`src/design/storeQueuePkg.sv`:
```
package storeQueuePkg;

    // Instruction and store sequence numbers share one width
    localparam int sqnWidth = 7;

    // Power of two so a slot is just the low sequence-number bits
    localparam int numEntries = 16;
    localparam int idxWidth = 4;

    // Word-address bits 29:22 of memory-mapped IO
    localparam logic [7:0] ioRegionTag = 8'hFF;

    typedef enum logic [1:0] {
        aguNone,
        aguMisaligned,
        aguAccessFault
    } AguException;

endpackage

```
`src/design/loadForward.sv`:
```
module loadForward (
    input  logic                                                       clk,
    input  logic                                                       rst,
    input  logic                                                       ldValid,
    input  logic [storeQueuePkg::sqnWidth-1:0]                         ldSqN,
    input  logic [31:0]                                                ldAddr,
    input  logic                                                       stallLd,
    input  logic [storeQueuePkg::numEntries-1:0]                       entValid,
    input  logic [storeQueuePkg::numEntries-1:0]                       entReady,
    input  logic [storeQueuePkg::numEntries*storeQueuePkg::sqnWidth-1:0] entSqN,
    input  logic [storeQueuePkg::numEntries*30-1:0]                    entAddr,
    input  logic [storeQueuePkg::numEntries*32-1:0]                    entData,
    input  logic [storeQueuePkg::numEntries*4-1:0]                     entWmask,
    input  logic [1:0]                                                 evValid,
    input  logic [59:0]                                                evAddr,
    input  logic [63:0]                                                evData,
    input  logic [7:0]                                                 evWmask,
    output logic [31:0]                                                fwdData,
    output logic [3:0]                                                 fwdMask
);
    import storeQueuePkg::*;

    logic [31:0] lookupData;
    logic [3:0]  lookupMask;

    function automatic logic [31:0] mergeLanes(input logic [31:0] base,
                                               input logic [31:0] data,
                                               input logic [3:0] mask);
        logic [31:0] merged;
        merged = base;
        for (int b = 0; b < 4; b++) begin
            if (mask[b])
                merged[b*8 +: 8] = data[b*8 +: 8];
        end
        return merged;
    endfunction

    // Later matches win per lane, so walk oldest to youngest
    always_comb begin
        lookupData = '0;
        lookupMask = '0;
        for (int i = 0; i < 2; i++) begin
            if (ldValid && evValid[i] && evAddr[i*30 +: 30] == ldAddr[31:2]) begin
                lookupData = mergeLanes(lookupData, evData[i*32 +: 32], evWmask[i*4 +: 4]);
                lookupMask = lookupMask | evWmask[i*4 +: 4];
            end
        end
        for (int i = 0; i < numEntries; i++) begin
            if (ldValid && entValid[i] && entAddr[i*30 +: 30] == ldAddr[31:2] &&
                ($signed(entSqN[i*sqnWidth +: sqnWidth] - ldSqN) < 0 || entReady[i])) begin
                lookupData = mergeLanes(lookupData, entData[i*32 +: 32], entWmask[i*4 +: 4]);
                lookupMask = lookupMask | entWmask[i*4 +: 4];
            end
        end
    end

    always_ff @(posedge clk) begin
        if (rst)
            fwdMask <= '0;
        else if (!stallLd)
            fwdMask <= lookupMask;
    end

    always_ff @(posedge clk) begin
        if (!stallLd)
            fwdData <= lookupData;
    end

endmodule

```
`src/design/storeBuffer.sv`:
```
module storeBuffer (
    input  logic                                                       clk,
    input  logic                                                       rst,
    input  logic                                                       enqValid,
    input  logic [storeQueuePkg::idxWidth-1:0]                         enqIdx,
    input  logic [storeQueuePkg::sqnWidth-1:0]                         enqSqN,
    input  logic [29:0]                                                enqAddr,
    input  logic [31:0]                                                enqData,
    input  logic [3:0]                                                 enqWmask,
    input  logic [storeQueuePkg::sqnWidth-1:0]                         curSqN,
    input  logic                                                       brTaken,
    input  logic [storeQueuePkg::sqnWidth-1:0]                         brSqN,
    input  logic                                                       brFlush,
    input  logic [storeQueuePkg::sqnWidth-1:0]                         brStoreSqN,
    input  logic                                                       deq,
    output logic [storeQueuePkg::sqnWidth-1:0]                         baseIdx,
    output logic                                                       headValid,
    output logic                                                       headReady,
    output logic [29:0]                                                headAddr,
    output logic [31:0]                                                headData,
    output logic [3:0]                                                 headWmask,
    output logic [storeQueuePkg::numEntries-1:0]                       entValid,
    output logic [storeQueuePkg::numEntries-1:0]                       entReady,
    output logic [storeQueuePkg::numEntries*storeQueuePkg::sqnWidth-1:0] entSqN,
    output logic [storeQueuePkg::numEntries*30-1:0]                    entAddr,
    output logic [storeQueuePkg::numEntries*32-1:0]                    entData,
    output logic [storeQueuePkg::numEntries*4-1:0]                     entWmask,
    output logic [1:0]                                                 evValid,
    output logic [59:0]                                                evAddr,
    output logic [63:0]                                                evData,
    output logic [7:0]                                                 evWmask,
    output logic                                                       empty,
    output logic [storeQueuePkg::sqnWidth-1:0]                         maxStoreSqN
);
    import storeQueuePkg::*;

    logic [numEntries-1:0]               validQ;
    logic [numEntries-1:0]               readyQ;
    logic [numEntries-1:0]               committed;
    logic [numEntries-1:0][sqnWidth-1:0] sqnQ;
    logic [numEntries-1:0][29:0]         addrQ;
    logic [numEntries-1:0][31:0]         dataQ;
    logic [numEntries-1:0][3:0]          wmaskQ;

    // Index 1 is the most recent drain
    logic [1:0]                          evValidQ;
    logic [1:0][29:0]                    evAddrQ;
    logic [1:0][31:0]                    evDataQ;
    logic [1:0][3:0]                     evWmaskQ;

    logic [sqnWidth-1:0]                 baseIndex;
    logic [sqnWidth-1:0]                 baseNext;
    logic                                flushing;

    always_comb begin
        for (int i = 0; i < numEntries; i++) begin
            committed[i] = $signed(curSqN - sqnQ[i]) > 0;
        end
    end

    // Base after this edge, so the enqueue slot lines up with a same-cycle shift
    always_comb begin
        baseNext = baseIndex;
        if (deq && !flushing)
            baseNext = baseIndex + 1'b1;
        if (brTaken && brFlush)
            baseNext = brStoreSqN + 1'b1;
    end

    assign baseIdx = baseNext;

    always_ff @(posedge clk) begin
        if (rst) begin
            validQ      <= '0;
            readyQ      <= '0;
            evValidQ    <= '0;
            baseIndex   <= '0;
            flushing    <= 1'b0;
            empty       <= 1'b1;
            maxStoreSqN <= sqnWidth'(numEntries - 1);
        end else begin
            readyQ <= readyQ | committed;

            // Shift down, carrying commits that land during the shift
            if (deq) begin
                validQ   <= {1'b0, validQ[numEntries-1:1]};
                readyQ   <= {1'b0, readyQ[numEntries-1:1] | committed[numEntries-1:1]};
                evValidQ <= {validQ[0], evValidQ[1]};
            end

            if (brTaken) begin
                for (int i = 0; i < numEntries; i++) begin
                    if ($signed(sqnQ[i] - brSqN) > 0 && !readyQ[i])
                        validQ[i] <= 1'b0;
                end
            end

            if (enqValid) begin
                validQ[enqIdx] <= 1'b1;
                readyQ[enqIdx] <= 1'b0;
            end

            // Drained stores of the old stream must not forward after a flush
            if (flushing)
                evValidQ <= '0;

            if (brTaken && brFlush)
                flushing <= 1'b1;
            else if (empty)
                flushing <= 1'b0;

            baseIndex   <= baseNext;
            empty       <= !(|validQ) && !enqValid;
            maxStoreSqN <= baseNext + sqnWidth'(numEntries - 1);
        end
    end

    always_ff @(posedge clk) begin
        if (deq) begin
            sqnQ[numEntries-2:0]  <= sqnQ[numEntries-1:1];
            addrQ[numEntries-2:0] <= addrQ[numEntries-1:1];
            dataQ[numEntries-2:0] <= dataQ[numEntries-1:1];
            wmaskQ[numEntries-2:0] <= wmaskQ[numEntries-1:1];
            evAddrQ  <= {addrQ[0], evAddrQ[1]};
            evDataQ  <= {dataQ[0], evDataQ[1]};
            evWmaskQ <= {wmaskQ[0], evWmaskQ[1]};
        end
        if (enqValid) begin
            sqnQ[enqIdx]   <= enqSqN;
            addrQ[enqIdx]  <= enqAddr;
            dataQ[enqIdx]  <= enqData;
            wmaskQ[enqIdx] <= enqWmask;
        end
    end

    assign headValid = validQ[0];
    assign headReady = readyQ[0];
    assign headAddr  = addrQ[0];
    assign headData  = dataQ[0];
    assign headWmask = wmaskQ[0];

    assign entValid = validQ;
    assign entReady = readyQ;
    assign entSqN   = sqnQ;
    assign entAddr  = addrQ;
    assign entData  = dataQ;
    assign entWmask = wmaskQ;

    assign evValid = evValidQ;
    assign evAddr  = evAddrQ;
    assign evData  = evDataQ;
    assign evWmask = evWmaskQ;

endmodule

```
`src/design/storeDrain.sv`:
```
module storeDrain (
    input  logic        clk,
    input  logic        rst,
    input  logic        headValid,
    input  logic        headReady,
    input  logic [29:0] headAddr,
    input  logic [31:0] headData,
    input  logic [3:0]  headWmask,
    input  logic        brTaken,
    input  logic        ioBusy,
    output logic        deq,
    output logic        memValid,
    output logic [31:0] memAddr,
    output logic [31:0] memData,
    output logic [3:0]  memWmask
);
    import storeQueuePkg::*;

    logic headIsIo;
    logic lastWasIo;

    assign headIsIo = headAddr[29:22] == ioRegionTag;

    // IO writes need an idle bus and a gap after the previous IO write
    assign deq = headValid && headReady && !brTaken &&
                 (!headIsIo || (!ioBusy && !lastWasIo));

    always_ff @(posedge clk) begin
        if (rst) begin
            memValid  <= 1'b0;
            lastWasIo <= 1'b0;
        end else begin
            memValid  <= deq;
            lastWasIo <= deq && headIsIo;
        end
    end

    always_ff @(posedge clk) begin
        if (deq) begin
            memAddr  <= {headAddr, 2'b00};
            memData  <= headData;
            memWmask <= headWmask;
        end
    end

endmodule

```
`src/design/storeEnqueue.sv`:
```
module storeEnqueue (
    input  logic                                clk,
    input  logic                                rst,
    input  logic                                stValid,
    input  logic [storeQueuePkg::sqnWidth-1:0]  stSqN,
    input  logic [storeQueuePkg::sqnWidth-1:0]  stStoreSqN,
    input  logic [31:0]                         stAddr,
    input  logic [31:0]                         stData,
    input  logic [3:0]                          stWmask,
    input  storeQueuePkg::AguException          stException,
    input  logic                                brTaken,
    input  logic [storeQueuePkg::sqnWidth-1:0]  brSqN,
    input  logic [storeQueuePkg::sqnWidth-1:0]  baseIdx,
    output logic                                enqValid,
    output logic [storeQueuePkg::idxWidth-1:0]  enqIdx,
    output logic [storeQueuePkg::sqnWidth-1:0]  enqSqN,
    output logic [29:0]                         enqAddr,
    output logic [31:0]                         enqData,
    output logic [3:0]                          enqWmask
);
    import storeQueuePkg::*;

    logic                accept;
    logic                kill;
    logic                stageValid;
    logic [sqnWidth-1:0] stageStoreSqN;

    // Drop faulting stores and stores behind a branch resolving right now
    assign accept = stValid && stException == aguNone &&
                    !(brTaken && $signed(brSqN - stSqN) < 0);

    // A branch older than the staged store still squashes it
    assign kill = brTaken && $signed(brSqN - enqSqN) < 0;

    assign enqValid = stageValid && !kill;

    // Slot taken against the base the buffer holds after this edge
    assign enqIdx = stageStoreSqN[idxWidth-1:0] - baseIdx[idxWidth-1:0];

    always_ff @(posedge clk) begin
        if (rst) begin
            stageValid <= 1'b0;
        end else begin
            stageValid <= accept;
        end
    end

    always_ff @(posedge clk) begin
        if (accept) begin
            enqSqN        <= stSqN;
            stageStoreSqN <= stStoreSqN;
            enqAddr       <= stAddr[31:2];
            enqData       <= stData;
            enqWmask      <= stWmask;
        end
    end

endmodule

```
`src/design/storeQueueTop.sv`:
```
module storeQueueTop (
    input  logic                                clk,
    input  logic                                rst,
    input  logic                                stValid,
    input  logic [storeQueuePkg::sqnWidth-1:0]  stSqN,
    input  logic [storeQueuePkg::sqnWidth-1:0]  stStoreSqN,
    input  logic [31:0]                         stAddr,
    input  logic [31:0]                         stData,
    input  logic [3:0]                          stWmask,
    input  storeQueuePkg::AguException          stException,
    input  logic                                ldValid,
    input  logic [storeQueuePkg::sqnWidth-1:0]  ldSqN,
    input  logic [31:0]                         ldAddr,
    input  logic                                stallLd,
    input  logic [storeQueuePkg::sqnWidth-1:0]  curSqN,
    input  logic                                brTaken,
    input  logic [storeQueuePkg::sqnWidth-1:0]  brSqN,
    input  logic                                brFlush,
    input  logic [storeQueuePkg::sqnWidth-1:0]  brStoreSqN,
    input  logic                                ioBusy,
    output logic                                memValid,
    output logic [31:0]                         memAddr,
    output logic [31:0]                         memData,
    output logic [3:0]                          memWmask,
    output logic [31:0]                         fwdData,
    output logic [3:0]                          fwdMask,
    output logic                                empty,
    output logic [storeQueuePkg::sqnWidth-1:0]  maxStoreSqN
);
    import storeQueuePkg::*;

    logic                           enqValid;
    logic [idxWidth-1:0]            enqIdx;
    logic [sqnWidth-1:0]            enqSqN;
    logic [29:0]                    enqAddr;
    logic [31:0]                    enqData;
    logic [3:0]                     enqWmask;
    logic [sqnWidth-1:0]            baseIdx;
    logic                           headValid;
    logic                           headReady;
    logic [29:0]                    headAddr;
    logic [31:0]                    headData;
    logic [3:0]                     headWmask;
    logic                           deq;
    logic [numEntries-1:0]          entValid;
    logic [numEntries-1:0]          entReady;
    logic [numEntries*sqnWidth-1:0] entSqN;
    logic [numEntries*30-1:0]       entAddr;
    logic [numEntries*32-1:0]       entData;
    logic [numEntries*4-1:0]        entWmask;
    logic [1:0]                     evValid;
    logic [59:0]                    evAddr;
    logic [63:0]                    evData;
    logic [7:0]                     evWmask;

    storeEnqueue storeEnqueue_i (
        .clk(clk), .rst(rst), .stValid(stValid), .stSqN(stSqN),
        .stStoreSqN(stStoreSqN), .stAddr(stAddr), .stData(stData),
        .stWmask(stWmask), .stException(stException), .brTaken(brTaken),
        .brSqN(brSqN), .baseIdx(baseIdx), .enqValid(enqValid), .enqIdx(enqIdx),
        .enqSqN(enqSqN), .enqAddr(enqAddr), .enqData(enqData), .enqWmask(enqWmask)
    );

    storeBuffer storeBuffer_i (
        .clk(clk), .rst(rst), .enqValid(enqValid), .enqIdx(enqIdx),
        .enqSqN(enqSqN), .enqAddr(enqAddr), .enqData(enqData), .enqWmask(enqWmask),
        .curSqN(curSqN), .brTaken(brTaken), .brSqN(brSqN), .brFlush(brFlush),
        .brStoreSqN(brStoreSqN), .deq(deq), .baseIdx(baseIdx),
        .headValid(headValid), .headReady(headReady), .headAddr(headAddr),
        .headData(headData), .headWmask(headWmask), .entValid(entValid),
        .entReady(entReady), .entSqN(entSqN), .entAddr(entAddr), .entData(entData),
        .entWmask(entWmask), .evValid(evValid), .evAddr(evAddr), .evData(evData),
        .evWmask(evWmask), .empty(empty), .maxStoreSqN(maxStoreSqN)
    );

    loadForward loadForward_i (
        .clk(clk), .rst(rst), .ldValid(ldValid), .ldSqN(ldSqN), .ldAddr(ldAddr),
        .stallLd(stallLd), .entValid(entValid), .entReady(entReady),
        .entSqN(entSqN), .entAddr(entAddr), .entData(entData), .entWmask(entWmask),
        .evValid(evValid), .evAddr(evAddr), .evData(evData), .evWmask(evWmask),
        .fwdData(fwdData), .fwdMask(fwdMask)
    );

    storeDrain storeDrain_i (
        .clk(clk), .rst(rst), .headValid(headValid), .headReady(headReady),
        .headAddr(headAddr), .headData(headData), .headWmask(headWmask),
        .brTaken(brTaken), .ioBusy(ioBusy), .deq(deq), .memValid(memValid),
        .memAddr(memAddr), .memData(memData), .memWmask(memWmask)
    );

endmodule

```
`config.mk`:
```
export PLATFORM = sky130hd
export DESIGN_NAME = storeQueueTop
export DESIGN_NICKNAME = d
export VERILOG_FILES = /design/src/design/storeQueuePkg.sv /design/src/design/loadForward.sv /design/src/design/storeBuffer.sv /design/src/design/storeDrain.sv /design/src/design/storeEnqueue.sv /design/src/design/storeQueueTop.sv
export SDC_FILE = /design/constraint.sdc
export NUM_CORES = 2
export LEC_CHECK = 0
export BUFFER_PORTS_ARGS = -buffer_cell sky130_fd_sc_hd__buf_2
export CAP_MARGIN = 20
export CORE_MARGIN = 4
export CORE_UTILIZATION = 25
export DETAILED_ROUTE_END_ITERATION = 8
export PLACE_DENSITY_LB_ADDON = 0.05
export SLEW_MARGIN = 20
export SYNTH_ARGS = -nofsm -noshare
export SYNTH_HDL_FRONTEND = slang
export SYNTH_SLANG_ARGS = --single-unit
```
`constraint.sdc`:
```
create_clock -name clk -period 16.3 [get_ports clk]
set_input_delay 1.63 -clock clk [delete_from_list [all_inputs] [get_ports clk]]
set_output_delay 1.63 -clock clk [all_outputs]
set_load 0.05 [all_outputs]
```
==> reports/results.ini <==
[worst_setup_path]
required_ns=17.01
r2r_slack_ns=9.62
cp_data_arrival_time_ns=7.38
crit_buf_inv=3
crit_chain=nand4_1 > o311ai_4 > nor2_1 > mux2i_1 > a21oi_1 > inv_1 > ha_1 > a21o_1 > a21oi_1 > xnor2_1 > xnor2_2 > nand3_4 > buf_4 > buf_4 > nor2_1 > a31oi_1
criticalPathCategory=flop to flop
cp-startpoint=storeBuffer_i.headAddr[27]$_DFF_P_
critical_path.max_stage_delay_ns=0.85
crit_path_end_kind=flop
path_delay_family=simple AND/OR/NAND/NOR gates
r2r_cells=16
cp_slowest_cell=nand3_4
reg2reg_to=storeBuffer_i.entData[148]$_DFF_P_
start_kind=flop
timing.rr.start=storeBuffer_i.headAddr[27]$_DFF_P_
cp_max_fo=59

[drt]
via_count=70700
vias_per_cell=4.978
dr.pass1.iters=5
postRouteWirelength_um=351900
routedWlPerCell_um=24.78
drc_errors=0
drt-initial-drc-count=5275
antenna_left=0

[placement]
portBuffers=255
place_hpwl_um=242700
gp_congestion=0.7859

[run]
max_cap_violations=0

[final_layout]
multi_input_area_mm2=0.04312
area_growth_pct=13.84
final_layout_size_suffix_gt1_frac=0.08213
fillers=33970
layout.nets=10320
regArea_mm2=0.03249

[global_routing]
grt_pass1_vias=69530
overflow=0
grt_pass1_wl_um=507200
grt_antenna_before_repair=10
grt_max_degree=197
track_usage=0.2061

[timing]
setup_viol=0
hold_ws_ns=0.4474
min_period_over_period=0.4096
setup_tns_ns=0
fin_crit_ns=6.676
maxSlewViolCount=0
maxSlewHeadroom=0.1033
max_freq_mhz=149.8
rsz0062_at_grt=no
skew_ns=0.05549
tightest_slew_ns=1.345
final_hold_viol_count=0

[clocking]
cts_htree_levels=4
clockBufferDepth=4
clk_pin_slew_ns=0.06
cts_sinks=1466
cts_resized=0
root_buffer=clkbuf_16
cts_setup_buffers=0
cts_tree=done
ctsHoldBuffers=0
cts_buffers=195
clkLatencyLatePin_ns=0.88

[min_path]
hold_depth=2
hp-class=flop to flop
min_to=storeBuffer_i.entWmask[15]$_DFF_P_
min-delay-start=storeBuffer_i.entWmask[19]$_DFF_P_

[power_and_ir_drop]
cellPowerDensity_mw_per_mm2=132.8
p_leak_nw=34.66
vdd_drop_max_v=0.0001145

[synth]
postSynthAreaPerCell_um2=7.961
yosysWarnings=0
synth_ff_type=dfxtp_1
ys_async_sr_fraction=0
synth-seq-cells=1466
synth-edff-count=314
ys_seq_area_frac=0.4069
synth.distinct_cells=92
netlist_area_mm2=0.07984
synthCells=10030

[floorplan]
initial_core_util=0.2510
coreArea_mm2=0.3181
design.die.area_mm2=0.3285
ios=265
die_x_um=573.1
die_h_um=573.1
rows=207

[run_status]
status=finished, final reports clean

[registers in the layout (all words and copies together), names as in the netlist, 16 cells and up]
name	flops
loadForward_i.fwdData	32
storeBuffer_i.entAddr	450
storeBuffer_i.entData	480
storeBuffer_i.entReady	16
storeBuffer_i.entSqN	112
storeBuffer_i.entValid	16
storeBuffer_i.entWmask	60
storeBuffer_i.evAddr	60
storeBuffer_i.evData	32
storeBuffer_i.headAddr	30
storeBuffer_i.headData	32
storeDrain_i.memData	32
storeEnqueue_i.enqAddr	30
storeEnqueue_i.enqData	32
[worst min-delay path: stages (launching register included)]
cell     delay, ns
dfxtp_1       0.32
nand2_1       0.05
a31oi_1       0.06
[final cells by class]
type                       instances  area share
antenna                           13   0.0003579
clock buffer                     282     0.06136
clock inverter                    80    0.009485
inverter                         233    0.009705
multi-input combinational       7515      0.4745
sequential                      1466      0.3575
tap                             4180     0.05754
timing repair buffer             433     0.02960
[routing by layer]
metal / global-route usage / up-vias / part of all wire
li1: - / 34120 / -
met1: 0.2739 / 34740 / 0.45
met2: 0.3574 / 1443 / 0.48
met3: 0.02035 / 384 / 0.037
met4: 0.05075 / 4 / 0.025
met5: 0 / - / 0.000077
[placed cells by master (no fill, tap or decap), drive strengths merged, types with 15 or more instances in the layout]
master	instances
or4	18
a32oi	17
clkinv	64
bufinv	18
nor3	89
nor3b	15
and2	33
nand2	2417
inv	229
and3	61
a21o	85
buf	433
ha	288
clkbuf	282
o221ai	17
nor2b	64
mux2i	38
a22o	19
nor2	1235
xor2	469
dfxtp	1152
o41ai	20
a21oi	195
o21bai	44
mux2	35
a221oi	16
a31oi	1121
nand4	127
a211oi	25
o21a	34
o21ai	187
nand3	93
nand2b	80
xnor2	304
fa	33
nor4	122
o211ai	27
edfxtp	314
[kinds of logic (layout without fill, tap and decap cells)]
family / after synthesis / count (layout) / share of synthesized area
simple gates: 4414 / 4414 / 0.2313
buf+inv: 1049 / 1028 / 0.05693
flops: 1466 / 1466 / 0.4069
mux: 73 / 73 / 0.009700
other cells: 1 / 15 / 0.00004697
fa+ha+maj: 321 / 321 / 0.05341
xor+xnor: 773 / 773 / 0.08498
compound gates: 1932 / 1932 / 0.1567
[Yosys cell counts, types with 48 or more instances]
| library cell | instances | area share |
|---|---|---|
| a21o_1 | 85 | 0.0080 |
| a21oi_1 | 194 | 0.012 |
| a31oi_1 | 1121 | 0.088 |
| and3_1 | 61 | 0.0048 |
| buf_1 | 48 | 0.0023 |
| buf_2 | 142 | 0.0089 |
| buf_4 | 103 | 0.0097 |
| clkbuf_1 | 513 | 0.024 |
| dfxtp_1 | 1152 | 0.29 |
| edfxtp_1 | 314 | 0.12 |
| ha_1 | 288 | 0.045 |
| inv_1 | 231 | 0.011 |
| nand2_1 | 2417 | 0.11 |
| nand2b_1 | 80 | 0.0063 |
| nand3_1 | 92 | 0.0058 |
| nand4_1 | 127 | 0.010 |
| nor2_1 | 1234 | 0.058 |
| nor2b_1 | 64 | 0.0050 |
| nor3_1 | 88 | 0.0055 |
| nor4_1 | 118 | 0.0092 |
| o21ai_0 | 181 | 0.011 |
| xnor2_1 | 303 | 0.033 |
| xor2_1 | 468 | 0.051 |
[power by group]
group,total (mW),switching [mW],internal (mW)
logic,2.35,1.27,1.08
registers,5.26,0.818,4.44
clock network,4.46,1.81,2.65
[worst max-delay path by stage]
stage	end	slack [ns]	cells past startpoint
2_1_floorplan	storeEnqueue_i.enqAddr[0]$_DFFE_PP_	9.30	10
3_3_place_gp	loadForward_i.fwdData[2]$_DFFE_PN_	8.64	12
3_5_place_dp	loadForward_i.fwdData[2]$_DFFE_PN_	8.68	12
4_1_cts	storeBuffer_i.entData[148]$_DFF_P_	9.39	16
5_1_grt	storeBuffer_i.entData[150]$_DFF_P_	9.19	16
6_report	storeBuffer_i.entData[148]$_DFF_P_	9.62	16
[stage by stage]
stage | setup WS (ns) | power [mW] | cell area [um^2] | utilization | std cells
3_5_place_dp | 8.677 | 7.684 | 84350 | 0.2652 | 13820
3_3_place_gp | 8.645 | 7.625 | 84330 | 0.2651 | 13820
5_1_grt | 9.189 | 12.75 | 90860 | 0.2857 | 14190
6_report | 9.624 | 12.07 | 90890 | 0.2858 | 14200
2_1_floorplan | 9.296 | 6.750 | 79850 | - | 10030
4_1_cts | 9.392 | 12.24 | 90790 | 0.2855 | 14190
(Power assumes the default switching activity.)
